## src/hdl/scan_config.svh

```systemverilog
`ifndef SCAN_CONFIG_SVH
`define SCAN_CONFIG_SVH

// limit on each timed phase, counted from phase entry
`define SCAN_TIMEOUT_CYCLES 64

// shutter settle time after it reports open
`define SCAN_SETTLE_CYCLES 8

// wait between finish resends
`define SCAN_RESEND_CYCLES 32

// resends after the first finish pulse
`define SCAN_RESEND_LIMIT 2

`endif

```

## src/hdl/scan_pkg.sv

```systemverilog
package scan_pkg;

    // sequencer states, also reported on state_o
    typedef enum logic [3:0] {
        st_idle          = 4'd0,
        st_shutter_wait  = 4'd1,
        st_open_shutter  = 4'd2,
        st_fbc_close     = 4'd3,
        st_scan          = 4'd4,
        st_fbc_open      = 4'd5,
        st_close_shutter = 4'd6,
        st_error         = 4'd7,
        st_finish        = 4'd8
    } scan_state_e;

    // error codes as seen by the host
    typedef enum logic [3:0] {
        err_none                  = 4'd0,
        err_open_shutter_timeout  = 4'd1,
        err_fbc_close_timeout     = 4'd2,
        err_close_shutter_timeout = 4'd3,
        err_spindle_early         = 4'd4,
        err_fbc_ratio             = 4'd5,
        err_no_start_trigger      = 4'd6,
        err_fbc_oscillation       = 4'd7
    } scan_error_e;

    typedef struct packed {
        logic [31:0] shutter_pos;
        logic [31:0] start_pos;
        logic [31:0] end_pos;
        logic [31:0] plc_pos;
    } encode_thresholds_t;

    // start_reached is the raw compare, the others are registered
    typedef struct packed {
        logic shutter_reached;
        logic start_reached;
        logic start_rise;
        logic end_reached;
        logic plc_reached;
    } crossing_flags_t;

    typedef struct packed {
        logic shutter_closed;
        logic fbc_locked;
        logic fbc_ratio_err;
        logic fbc_osc_err;
    } plant_status_t;

    // shutter_set: 1 closes, 0 opens; shutter_en strobes it in
    typedef struct packed {
        logic shutter_set;
        logic shutter_en;
        logic fbc_close_loop;
        logic fbc_open_loop;
    } actuator_cmd_t;

endpackage

```

## src/hdl/encoder_crossing.sv

```systemverilog
`timescale 1ns/1ns

module encoder_crossing (
    input  logic                         clk_i,
    input  logic                         scan_soft_reset_i,
    input  logic [31:0]                  encode_i,
    input  scan_pkg::encode_thresholds_t thresholds_i,
    output scan_pkg::crossing_flags_t    flags_o
);

    logic shutter_ge;
    logic start_ge;
    logic end_ge;
    logic plc_ge;

    logic shutter_q;
    logic start_q;
    logic start_q_d;
    logic end_q;
    logic plc_q;

    // encoder only moves upward during a scan, so >= marks the crossing
    assign shutter_ge = encode_i >= thresholds_i.shutter_pos;
    assign start_ge   = encode_i >= thresholds_i.start_pos;
    assign end_ge     = encode_i >= thresholds_i.end_pos;
    assign plc_ge     = encode_i >= thresholds_i.plc_pos;

    always_ff @(posedge clk_i) begin
        if (scan_soft_reset_i) begin
            shutter_q <= 1'b0;
            start_q   <= 1'b0;
            start_q_d <= 1'b0;
            end_q     <= 1'b0;
            plc_q     <= 1'b0;
        end else begin
            shutter_q <= shutter_ge;
            start_q   <= start_ge;
            start_q_d <= start_q;
            end_q     <= end_ge;
            plc_q     <= plc_ge;
        end
    end

    assign flags_o.shutter_reached = shutter_q;
    // early spindle check wants the compare without delay
    assign flags_o.start_reached   = start_ge;
    assign flags_o.start_rise      = start_q & ~start_q_d;
    assign flags_o.end_reached     = end_q;
    assign flags_o.plc_reached     = plc_q;

endmodule

```

## src/hdl/phase_timer.sv

```systemverilog
`timescale 1ns/1ns
`include "scan_config.svh"

module phase_timer (
    input  logic clk_i,
    input  logic scan_soft_reset_i,
    input  logic phase_restart_i,
    input  logic timeout_run_i,
    input  logic settle_run_i,
    output logic timeout_o,
    output logic settle_done_o
);

    localparam int TIMEOUT_CYCLES = `SCAN_TIMEOUT_CYCLES;
    localparam int SETTLE_CYCLES  = `SCAN_SETTLE_CYCLES;
    localparam int TIMEOUT_W      = $clog2(TIMEOUT_CYCLES + 1);
    localparam int SETTLE_W       = $clog2(SETTLE_CYCLES + 1);

    logic [TIMEOUT_W-1:0] timeout_cnt;
    logic [SETTLE_W-1:0]  settle_cnt;

    // phase timeout, saturates at the limit
    always_ff @(posedge clk_i) begin
        if (scan_soft_reset_i || phase_restart_i) begin
            timeout_cnt <= '0;
        end else if (timeout_run_i && (timeout_cnt != TIMEOUT_W'(TIMEOUT_CYCLES))) begin
            timeout_cnt <= timeout_cnt + 1'b1;
        end
    end

    // settle time, restarts whenever the run condition drops
    always_ff @(posedge clk_i) begin
        if (scan_soft_reset_i || !settle_run_i) begin
            settle_cnt <= '0;
        end else if (settle_cnt != SETTLE_W'(SETTLE_CYCLES)) begin
            settle_cnt <= settle_cnt + 1'b1;
        end
    end

    assign timeout_o     = timeout_cnt == TIMEOUT_W'(TIMEOUT_CYCLES);
    assign settle_done_o = settle_cnt == SETTLE_W'(SETTLE_CYCLES);

endmodule

```

## src/hdl/scan_sequencer.sv

```systemverilog
`timescale 1ns/1ns

module scan_sequencer (
    input  logic                     clk_i,
    input  logic                     scan_soft_reset_i,
    input  logic                     scan_start_cmd_i,
    input  scan_pkg::crossing_flags_t flags_i,
    input  scan_pkg::plant_status_t  status_i,
    input  logic                     fbc_switch_i,
    input  logic                     plc_enable_i,
    input  logic                     timeout_i,
    input  logic                     settle_done_i,
    output logic                     phase_restart_o,
    output logic                     timeout_run_o,
    output logic                     settle_run_o,
    output scan_pkg::actuator_cmd_t  cmd_o,
    output logic                     scan_active_o,
    output logic                     plc_acc_o,
    output logic                     error_pulse_o,
    output scan_pkg::scan_error_e    error_code_o,
    output logic                     finish_req_o,
    output scan_pkg::scan_state_e    state_o
);

    import scan_pkg::*;

    scan_state_e   state_q;
    scan_state_e   state_d;
    scan_error_e   err_d;
    scan_error_e   error_code_q;
    actuator_cmd_t cmd_q;

    logic start_latched;
    logic fbc_used;
    logic scan_active_q;
    logic plc_acc_q;
    logic error_pulse_q;
    logic entering_error;
    logic entering_close;

    //////////////////////////////////////////////////
    // next state and error cause

    always_comb begin
        state_d = state_q;
        err_d   = err_none;
        case (state_q)
            st_idle: begin
                if (start_latched) begin
                    state_d = st_shutter_wait;
                end
            end
            st_shutter_wait: begin
                if (flags_i.shutter_reached) begin
                    state_d = st_open_shutter;
                end else if (flags_i.start_reached) begin
                    state_d = st_error;
                    err_d   = err_spindle_early;
                end
            end
            st_open_shutter: begin
                if (!status_i.shutter_closed && settle_done_i) begin
                    state_d = fbc_switch_i ? st_fbc_close : st_scan;
                end else if (flags_i.start_reached) begin
                    state_d = st_error;
                    err_d   = err_spindle_early;
                end else if (timeout_i) begin
                    state_d = st_error;
                    err_d   = err_open_shutter_timeout;
                end
            end
            st_fbc_close: begin
                if (status_i.fbc_locked) begin
                    state_d = st_scan;
                end else if (flags_i.start_reached) begin
                    state_d = st_error;
                    err_d   = err_spindle_early;
                end else if (timeout_i) begin
                    state_d = st_error;
                    err_d   = err_fbc_close_timeout;
                end
            end
            st_scan: begin
                if (flags_i.end_reached && scan_active_q) begin
                    state_d = fbc_used ? st_fbc_open : st_close_shutter;
                end else if (status_i.fbc_osc_err) begin
                    state_d = st_error;
                    err_d   = err_fbc_oscillation;
                end else if (flags_i.end_reached) begin
                    state_d = st_error;
                    err_d   = err_no_start_trigger;
                end else if (status_i.fbc_ratio_err) begin
                    state_d = st_error;
                    err_d   = err_fbc_ratio;
                end
            end
            st_fbc_open: begin
                if (!status_i.fbc_locked) begin
                    state_d = st_close_shutter;
                end else if (timeout_i) begin
                    // loop would not release, reported with the fbc loop code
                    state_d = st_error;
                    err_d   = err_fbc_close_timeout;
                end
            end
            st_close_shutter: begin
                if (status_i.shutter_closed) begin
                    state_d = st_finish;
                end else if (timeout_i) begin
                    state_d = st_error;
                    err_d   = err_close_shutter_timeout;
                end
            end
            st_error: begin
                state_d = st_error;
            end
            st_finish: begin
                state_d = st_idle;
            end
            default: begin
                state_d = st_idle;
            end
        endcase
    end

    assign entering_error = (state_q != st_error) && (state_d == st_error);
    assign entering_close = (state_q != st_close_shutter) && (state_d == st_close_shutter);

    //////////////////////////////////////////////////
    // state and registered commands

    always_ff @(posedge clk_i) begin
        if (scan_soft_reset_i) begin
            state_q       <= st_idle;
            start_latched <= 1'b0;
            fbc_used      <= 1'b0;
            cmd_q         <= '0;
            scan_active_q <= 1'b0;
            plc_acc_q     <= 1'b0;
            error_pulse_q <= 1'b0;
            error_code_q  <= err_none;
        end else begin
            state_q <= state_d;

            // a command during a running scan just stays latched
            if (scan_start_cmd_i) begin
                start_latched <= 1'b1;
            end else if (state_q == st_finish) begin
                start_latched <= 1'b0;
            end

            if (state_q == st_idle) begin
                fbc_used <= 1'b0;
            end else if (cmd_q.fbc_close_loop) begin
                fbc_used <= 1'b1;
            end

            // shutter strobes, set level holds between them
            if ((state_q == st_shutter_wait) && (state_d == st_open_shutter)) begin
                cmd_q.shutter_set <= 1'b0;
                cmd_q.shutter_en  <= 1'b1;
            end else if (entering_close || entering_error) begin
                cmd_q.shutter_set <= 1'b1;
                cmd_q.shutter_en  <= 1'b1;
            end else begin
                cmd_q.shutter_en <= 1'b0;
            end
            cmd_q.fbc_close_loop <= (state_q == st_open_shutter) && (state_d == st_fbc_close);
            cmd_q.fbc_open_loop  <= (state_q == st_scan) && (state_d == st_fbc_open);

            // active from the start crossing until scan is left
            if ((state_q == st_scan) && (state_d != st_scan)) begin
                scan_active_q <= 1'b0;
            end else if ((state_q == st_scan) && flags_i.start_rise) begin
                scan_active_q <= 1'b1;
            end

            plc_acc_q     <= (state_q == st_scan) && flags_i.plc_reached && plc_enable_i;
            error_pulse_q <= entering_error;
            if (entering_error) begin
                error_code_q <= err_d;
            end
        end
    end

    // timer control for the phase_timer block
    assign phase_restart_o = state_q != state_d;
    assign timeout_run_o   = state_q inside {st_open_shutter, st_fbc_close,
                                             st_fbc_open, st_close_shutter};
    assign settle_run_o    = (state_q == st_open_shutter) && !status_i.shutter_closed;

    assign cmd_o         = cmd_q;
    assign scan_active_o = scan_active_q;
    assign plc_acc_o     = plc_acc_q;
    assign error_pulse_o = error_pulse_q;
    assign error_code_o  = error_code_q;
    // finish lasts one cycle, so this is a single pulse
    assign finish_req_o  = state_q == st_finish;
    assign state_o       = state_q;

endmodule

```

## src/hdl/finish_notifier.sv

```systemverilog
`timescale 1ns/1ns
`include "scan_config.svh"

module finish_notifier (
    input  logic clk_i,
    input  logic scan_soft_reset_i,
    input  logic finish_req_i,
    input  logic finish_ack_i,
    output logic finish_o
);

    localparam int RESEND_CYCLES = `SCAN_RESEND_CYCLES;
    localparam int RESEND_LIMIT  = `SCAN_RESEND_LIMIT;
    localparam int INTERVAL_W    = $clog2(RESEND_CYCLES + 1);
    localparam int RESENDS_W     = $clog2(RESEND_LIMIT + 1);

    logic                  waiting;
    logic [INTERVAL_W-1:0] interval_cnt;
    logic [RESENDS_W-1:0]  resend_cnt;
    logic                  finish_q;

    always_ff @(posedge clk_i) begin
        if (scan_soft_reset_i) begin
            waiting      <= 1'b0;
            interval_cnt <= '0;
            resend_cnt   <= '0;
            finish_q     <= 1'b0;
        end else begin
            finish_q <= 1'b0;
            if (finish_req_i) begin
                // first report
                finish_q     <= 1'b1;
                waiting      <= 1'b1;
                interval_cnt <= '0;
                resend_cnt   <= '0;
            end else if (waiting) begin
                if (finish_ack_i) begin
                    waiting <= 1'b0;
                end else if (interval_cnt == INTERVAL_W'(RESEND_CYCLES)) begin
                    // no ack within the interval, send again
                    finish_q     <= 1'b1;
                    interval_cnt <= '0;
                    resend_cnt   <= resend_cnt + 1'b1;
                    if (resend_cnt == RESENDS_W'(RESEND_LIMIT - 1)) begin
                        waiting <= 1'b0;
                    end
                end else begin
                    interval_cnt <= interval_cnt + 1'b1;
                end
            end
        end
    end

    assign finish_o = finish_q;

endmodule

```

## src/hdl/scan_ctrl_top.sv

```systemverilog
`timescale 1ns/1ns

module scan_ctrl_top (
    input  logic                         clk_i,
    input  logic                         scan_soft_reset_i,
    input  logic                         scan_start_cmd_i,
    input  logic [31:0]                  encode_i,
    input  scan_pkg::encode_thresholds_t thresholds_i,
    input  scan_pkg::plant_status_t      status_i,
    input  logic                         fbc_switch_i,
    input  logic                         plc_enable_i,
    input  logic                         finish_ack_i,
    output logic                         shutter_set_o,
    output logic                         shutter_en_o,
    output logic                         fbc_close_loop_o,
    output logic                         fbc_open_loop_o,
    output logic                         scan_active_o,
    output logic                         plc_acc_o,
    output logic                         error_o,
    output scan_pkg::scan_error_e        error_code_o,
    output logic                         finish_o,
    output scan_pkg::scan_state_e        state_o
);

    import scan_pkg::*;

    crossing_flags_t flags;
    actuator_cmd_t   cmd;
    logic            phase_restart;
    logic            timeout_run;
    logic            settle_run;
    logic            timeout;
    logic            settle_done;
    logic            finish_req;

    encoder_crossing i_encoder_crossing (
        .clk_i             (clk_i),
        .scan_soft_reset_i (scan_soft_reset_i),
        .encode_i          (encode_i),
        .thresholds_i      (thresholds_i),
        .flags_o           (flags)
    );

    phase_timer i_phase_timer (
        .clk_i             (clk_i),
        .scan_soft_reset_i (scan_soft_reset_i),
        .phase_restart_i   (phase_restart),
        .timeout_run_i     (timeout_run),
        .settle_run_i      (settle_run),
        .timeout_o         (timeout),
        .settle_done_o     (settle_done)
    );

    scan_sequencer i_scan_sequencer (
        .clk_i             (clk_i),
        .scan_soft_reset_i (scan_soft_reset_i),
        .scan_start_cmd_i  (scan_start_cmd_i),
        .flags_i           (flags),
        .status_i          (status_i),
        .fbc_switch_i      (fbc_switch_i),
        .plc_enable_i      (plc_enable_i),
        .timeout_i         (timeout),
        .settle_done_i     (settle_done),
        .phase_restart_o   (phase_restart),
        .timeout_run_o     (timeout_run),
        .settle_run_o      (settle_run),
        .cmd_o             (cmd),
        .scan_active_o     (scan_active_o),
        .plc_acc_o         (plc_acc_o),
        .error_pulse_o     (error_o),
        .error_code_o      (error_code_o),
        .finish_req_o      (finish_req),
        .state_o           (state_o)
    );

    finish_notifier i_finish_notifier (
        .clk_i             (clk_i),
        .scan_soft_reset_i (scan_soft_reset_i),
        .finish_req_i      (finish_req),
        .finish_ack_i      (finish_ack_i),
        .finish_o          (finish_o)
    );

    // actuator command fields out to pins
    assign shutter_set_o    = cmd.shutter_set;
    assign shutter_en_o     = cmd.shutter_en;
    assign fbc_close_loop_o = cmd.fbc_close_loop;
    assign fbc_open_loop_o  = cmd.fbc_open_loop;

endmodule

```

## config.mk

```make
export PLATFORM = sky130hd
export DESIGN_NAME = scan_ctrl_top
export DESIGN_NICKNAME = d
export VERILOG_FILES = /design/src/hdl/scan_pkg.sv /design/src/hdl/encoder_crossing.sv /design/src/hdl/phase_timer.sv /design/src/hdl/scan_sequencer.sv /design/src/hdl/finish_notifier.sv /design/src/hdl/scan_ctrl_top.sv
export VERILOG_INCLUDE_DIRS = /design/src /design/src/hdl
export SDC_FILE = /design/constraint.sdc
export NUM_CORES = 1
export LEC_CHECK = 0
export BUFFER_PORTS_ARGS = -buffer_cell sky130_fd_sc_hd__buf_2
export CAP_MARGIN = 0
export CORE_MARGIN = 8
export CORE_UTILIZATION = 40
export DETAILED_ROUTE_END_ITERATION = 16
export PLACE_DENSITY = 0.66
export SLEW_MARGIN = 20
export SYNTH_ARGS = -nofsm -noshare
export SYNTH_HDL_FRONTEND = slang
export SYNTH_HIERARCHICAL = 1
export SYNTH_SLANG_ARGS = --single-unit
```

## constraint.sdc

```tcl
create_clock -name clk_i -period 4.7 [get_ports clk_i]
set_clock_uncertainty 0.05 [all_clocks]
set_input_delay 0.94 -clock clk_i [delete_from_list [all_inputs] [get_ports clk_i]]
set_output_delay 0.94 -clock clk_i [all_outputs]
set_load 0.005 [all_outputs]
```

==> out/results.ini <==
[run_status]
status=finished, final reports clean

[timing]
setup_violations=0
setup_ws_ps=467
rsz0062_at_grt=false
slew_headroom=0.427
fmax_mhz=236
fin_crit_ps=4230
slew_viol_final=0
tns_ps=0
hold_viol_final=0
fin_crit_sh=0.901
tightest_slew_ps=859

[placed_design]
io_buffers=184
pre_cts_ws_ps=156
post-dp-hpwl_mm=13.4
routabilityCongestion=0.872

[clock_network]
cts_resized=0
htreeDepth=2
cts_tree=built
root_buffer=clkbuf_16
numCtsBuffers=5
clock_path_buffers=2
path_clk_slew_ps=60
post-cts-setup-buffers=0
cts_hold_buffers=0
insertion_delay_ps=290
clock_sinks=42

[power_and_ir_drop]
p_int_mw=0.941
combPwrFrac=0.479
switching_share=0.400
ir_worst_vdd_mv=0.167
p_sw_mw=0.628
seqPwrFrac=0.304
p_leak_nw=3.63
p_per_area_nw_per_um2=238
p_total_mw=1.57
pwr-share-clk=0.217

[floorplanning]
rows=42
die-height_um=132
core_area_um2=13200
ios=186
die-area_um2=17400
die_x_um=132
initial_utilization=0.407

[routing]
drt-wirelength-per-cell_um=14.4
ant_nets=0
drc=0
drtIter0Drc=227
wirelength_mm=15.1
first_pass_iters=5
vias=5245
routed_via_density=5.00

[yosys]
synth_area_leaders=ha_1 (31%), dfxtp_1 (16%), inv_1 (10%)
synthDistinctLibCells=73
synth_warnings=6
syn_inst=692
netlist.area_leader.share=0.315
syn_nets=997
synth.top_cells.by_count=inv_1 (143), ha_1 (135), a21oi_1 (58), nand2_1 (50), dfxtp_1 (42)
avgSynthCellArea_um2=7.75
synth-async-reset-ratio=0
ys_seq_area_frac=0.157
synthFlopType=dfxtp_1
synth_enable_flop_cells=0
yosysTopAreaCell=ha_1
synthesis.area_um2=5370
yosysMostFrequentCell=inv_1
ys_ff_latch=42

[hold_path]
worst_hold_path.num_cells=1
min_path_type=flop to flop
holdCritStartpoint=i_finish_notifier/interval_cnt[5]
min_to=i_finish_notifier/interval_cnt[5]

[critical_path]
r2r-start=i_phase_timer/timeout_cnt[0]
path_cells=buf_2, ha_1, a211o_1, a31oi_1, o211ai_1, a211oi_1, o211ai_1, nor3_1, a211oi_2, a21oi_1, nand4_1, xnor2_1, o211ai_1, or2_2, nor2_1, a31o_1
crit_required_ps=4880
critPathMaxFanout=7
cp_slowest_cell=a211oi_1
worstSetupEndpointType=flop
worst-r2r-setup-slack_ps=1420
cpPeakStageDelay_ps=430
crit_arrival_ps=4410
worstRegToRegCells=13
cp-start-kind=primary input
r2r-end=i_phase_timer/timeout_cnt[2]
critPathKind=primary input to flop
path_common_cell=o211ai_1

[final_layout]
final_core_util=0.500
fin_nets=1176
area_delta_synth_final_pct=22.8
drive_gt1_frac=0.244

[grt]
grt.overflow.total=0
grt_usage=0.171
grt_start_max_net_pins=28
grt_pass1_wl_mm=25.2
grt_pass1_vias=5386
antenna_found_initial=2

[flow_run]
cap_violations=0

how the worst max path moves through the flow:
stage	to	from
floorplan	i_phase_timer/timeout_cnt[2]	thresholds_i[89]
detailed placement	i_phase_timer/timeout_cnt[2]	encode_i[2]
global route	i_phase_timer/timeout_cnt[2]	encode_i[2]
finish	i_phase_timer/timeout_cnt[2]	encode_i[2]
CTS	i_phase_timer/timeout_cnt[2]	encode_i[2]
global placement	i_phase_timer/timeout_cnt[2]	encode_i[2]
logic make-up after synthesis:
kind of cell / count (synthesis) / synth area share
AOI/OAI and AO/OA: 153 / 0.192
xor gates and xnor gates: 9 / 0.0147
adders and majority gates: 135 / 0.315
buffers and inverters: 157 / 0.115
DFF: 42 / 0.157
muxes: 4 / 0.00746
other: 1 / 0.000699
and+or+nand+nor: 191 / 0.199
power by group through the flow:
stage                     registers, mW  clock network (mW)  logic [mW]
after floorplan                   0.425                   0       0.542
after global placement            0.481                   0       0.745
after detailed placement          0.480                   0       0.751
after CTS                         0.474               0.351       0.755
after global routing              0.486               0.372       0.861
final                             0.477               0.341       0.752
metrics by stage:
step | hold slack, ps | std cells | area, um^2
2_1_floorplan | 378 | 692 | 5370
6_report | 417 | 1049 | 6590
4_1_cts | 416 | 1048 | 6590
3_5_place_dp | 405 | 1040 | 6440
5_1_grt | 436 | 1048 | 6590
3_3_place_gp | 400 | 1040 | 6440
critical path: cells and delay by family:
kind                     cells  cell delay [ps]
AND/OR/NAND/NOR              4              950
adder cells (fa/ha/maj)      1              300
buffers and inverters        1              130
AO/OA/AOI/OAI                9             1920
XOR/XNOR                     1              180
flip-flops by register name, summed over array words and instances, names as in the netlist, 2 cells and up:
register                        count
i_phase_timer/timeout_cnt           7
i_finish_notifier/interval_cnt      6
i_phase_timer/settle_cnt            4
i_scan_sequencer/cmd_o              4
i_scan_sequencer/state_o            4
i_scan_sequencer/error_code_o       3
i_finish_notifier/resend_cnt        2
cells in the final DEF (no fill, tap or decap), types with 4 or more instances in the layout:
cell type and instances:
inv_1 143, o211ai_1 5, nor2_1 28, o21ai_0 24
nor3_1 7, ha_1 135, and4_1 9, mux2i_1 4
and2_1 4, dfxtp_1 42, or3_1 4, o21bai_1 4
nand3_1 22, buf_2 184, a211oi_1 5, nand4_1 17
nand2_1 50, nand2b_1 10, a221oi_1 6, a21o_1 6
clkbuf_16 5, a21oi_1 58, xor2_1 4, and3_1 6
nor3b_1 5, a221o_1 6, nor4_1 5, xnor2_1 5
per-layer routing:
layer,vias to the layer above,part of all wire,GRT usage
met1,2277,0.43,0.197
met2,152,0.48,0.304
met4,4,0.012,0.0357
met3,18,0.072,0.0518
li1,2794,-,-
met5,-,0.0017,0
area by class of cell:
type                    count  area, um^2
clock inverters             3        21.3
inverters                 143         537
diodes                      1        2.50
fillers                  1345        6600
multi-input cells         493        3910
flip-flops and latches     42         841
well taps                 176         220
clock buffers               5         125
repair buffers            186         936
Power figures use the tool's default switching activity.
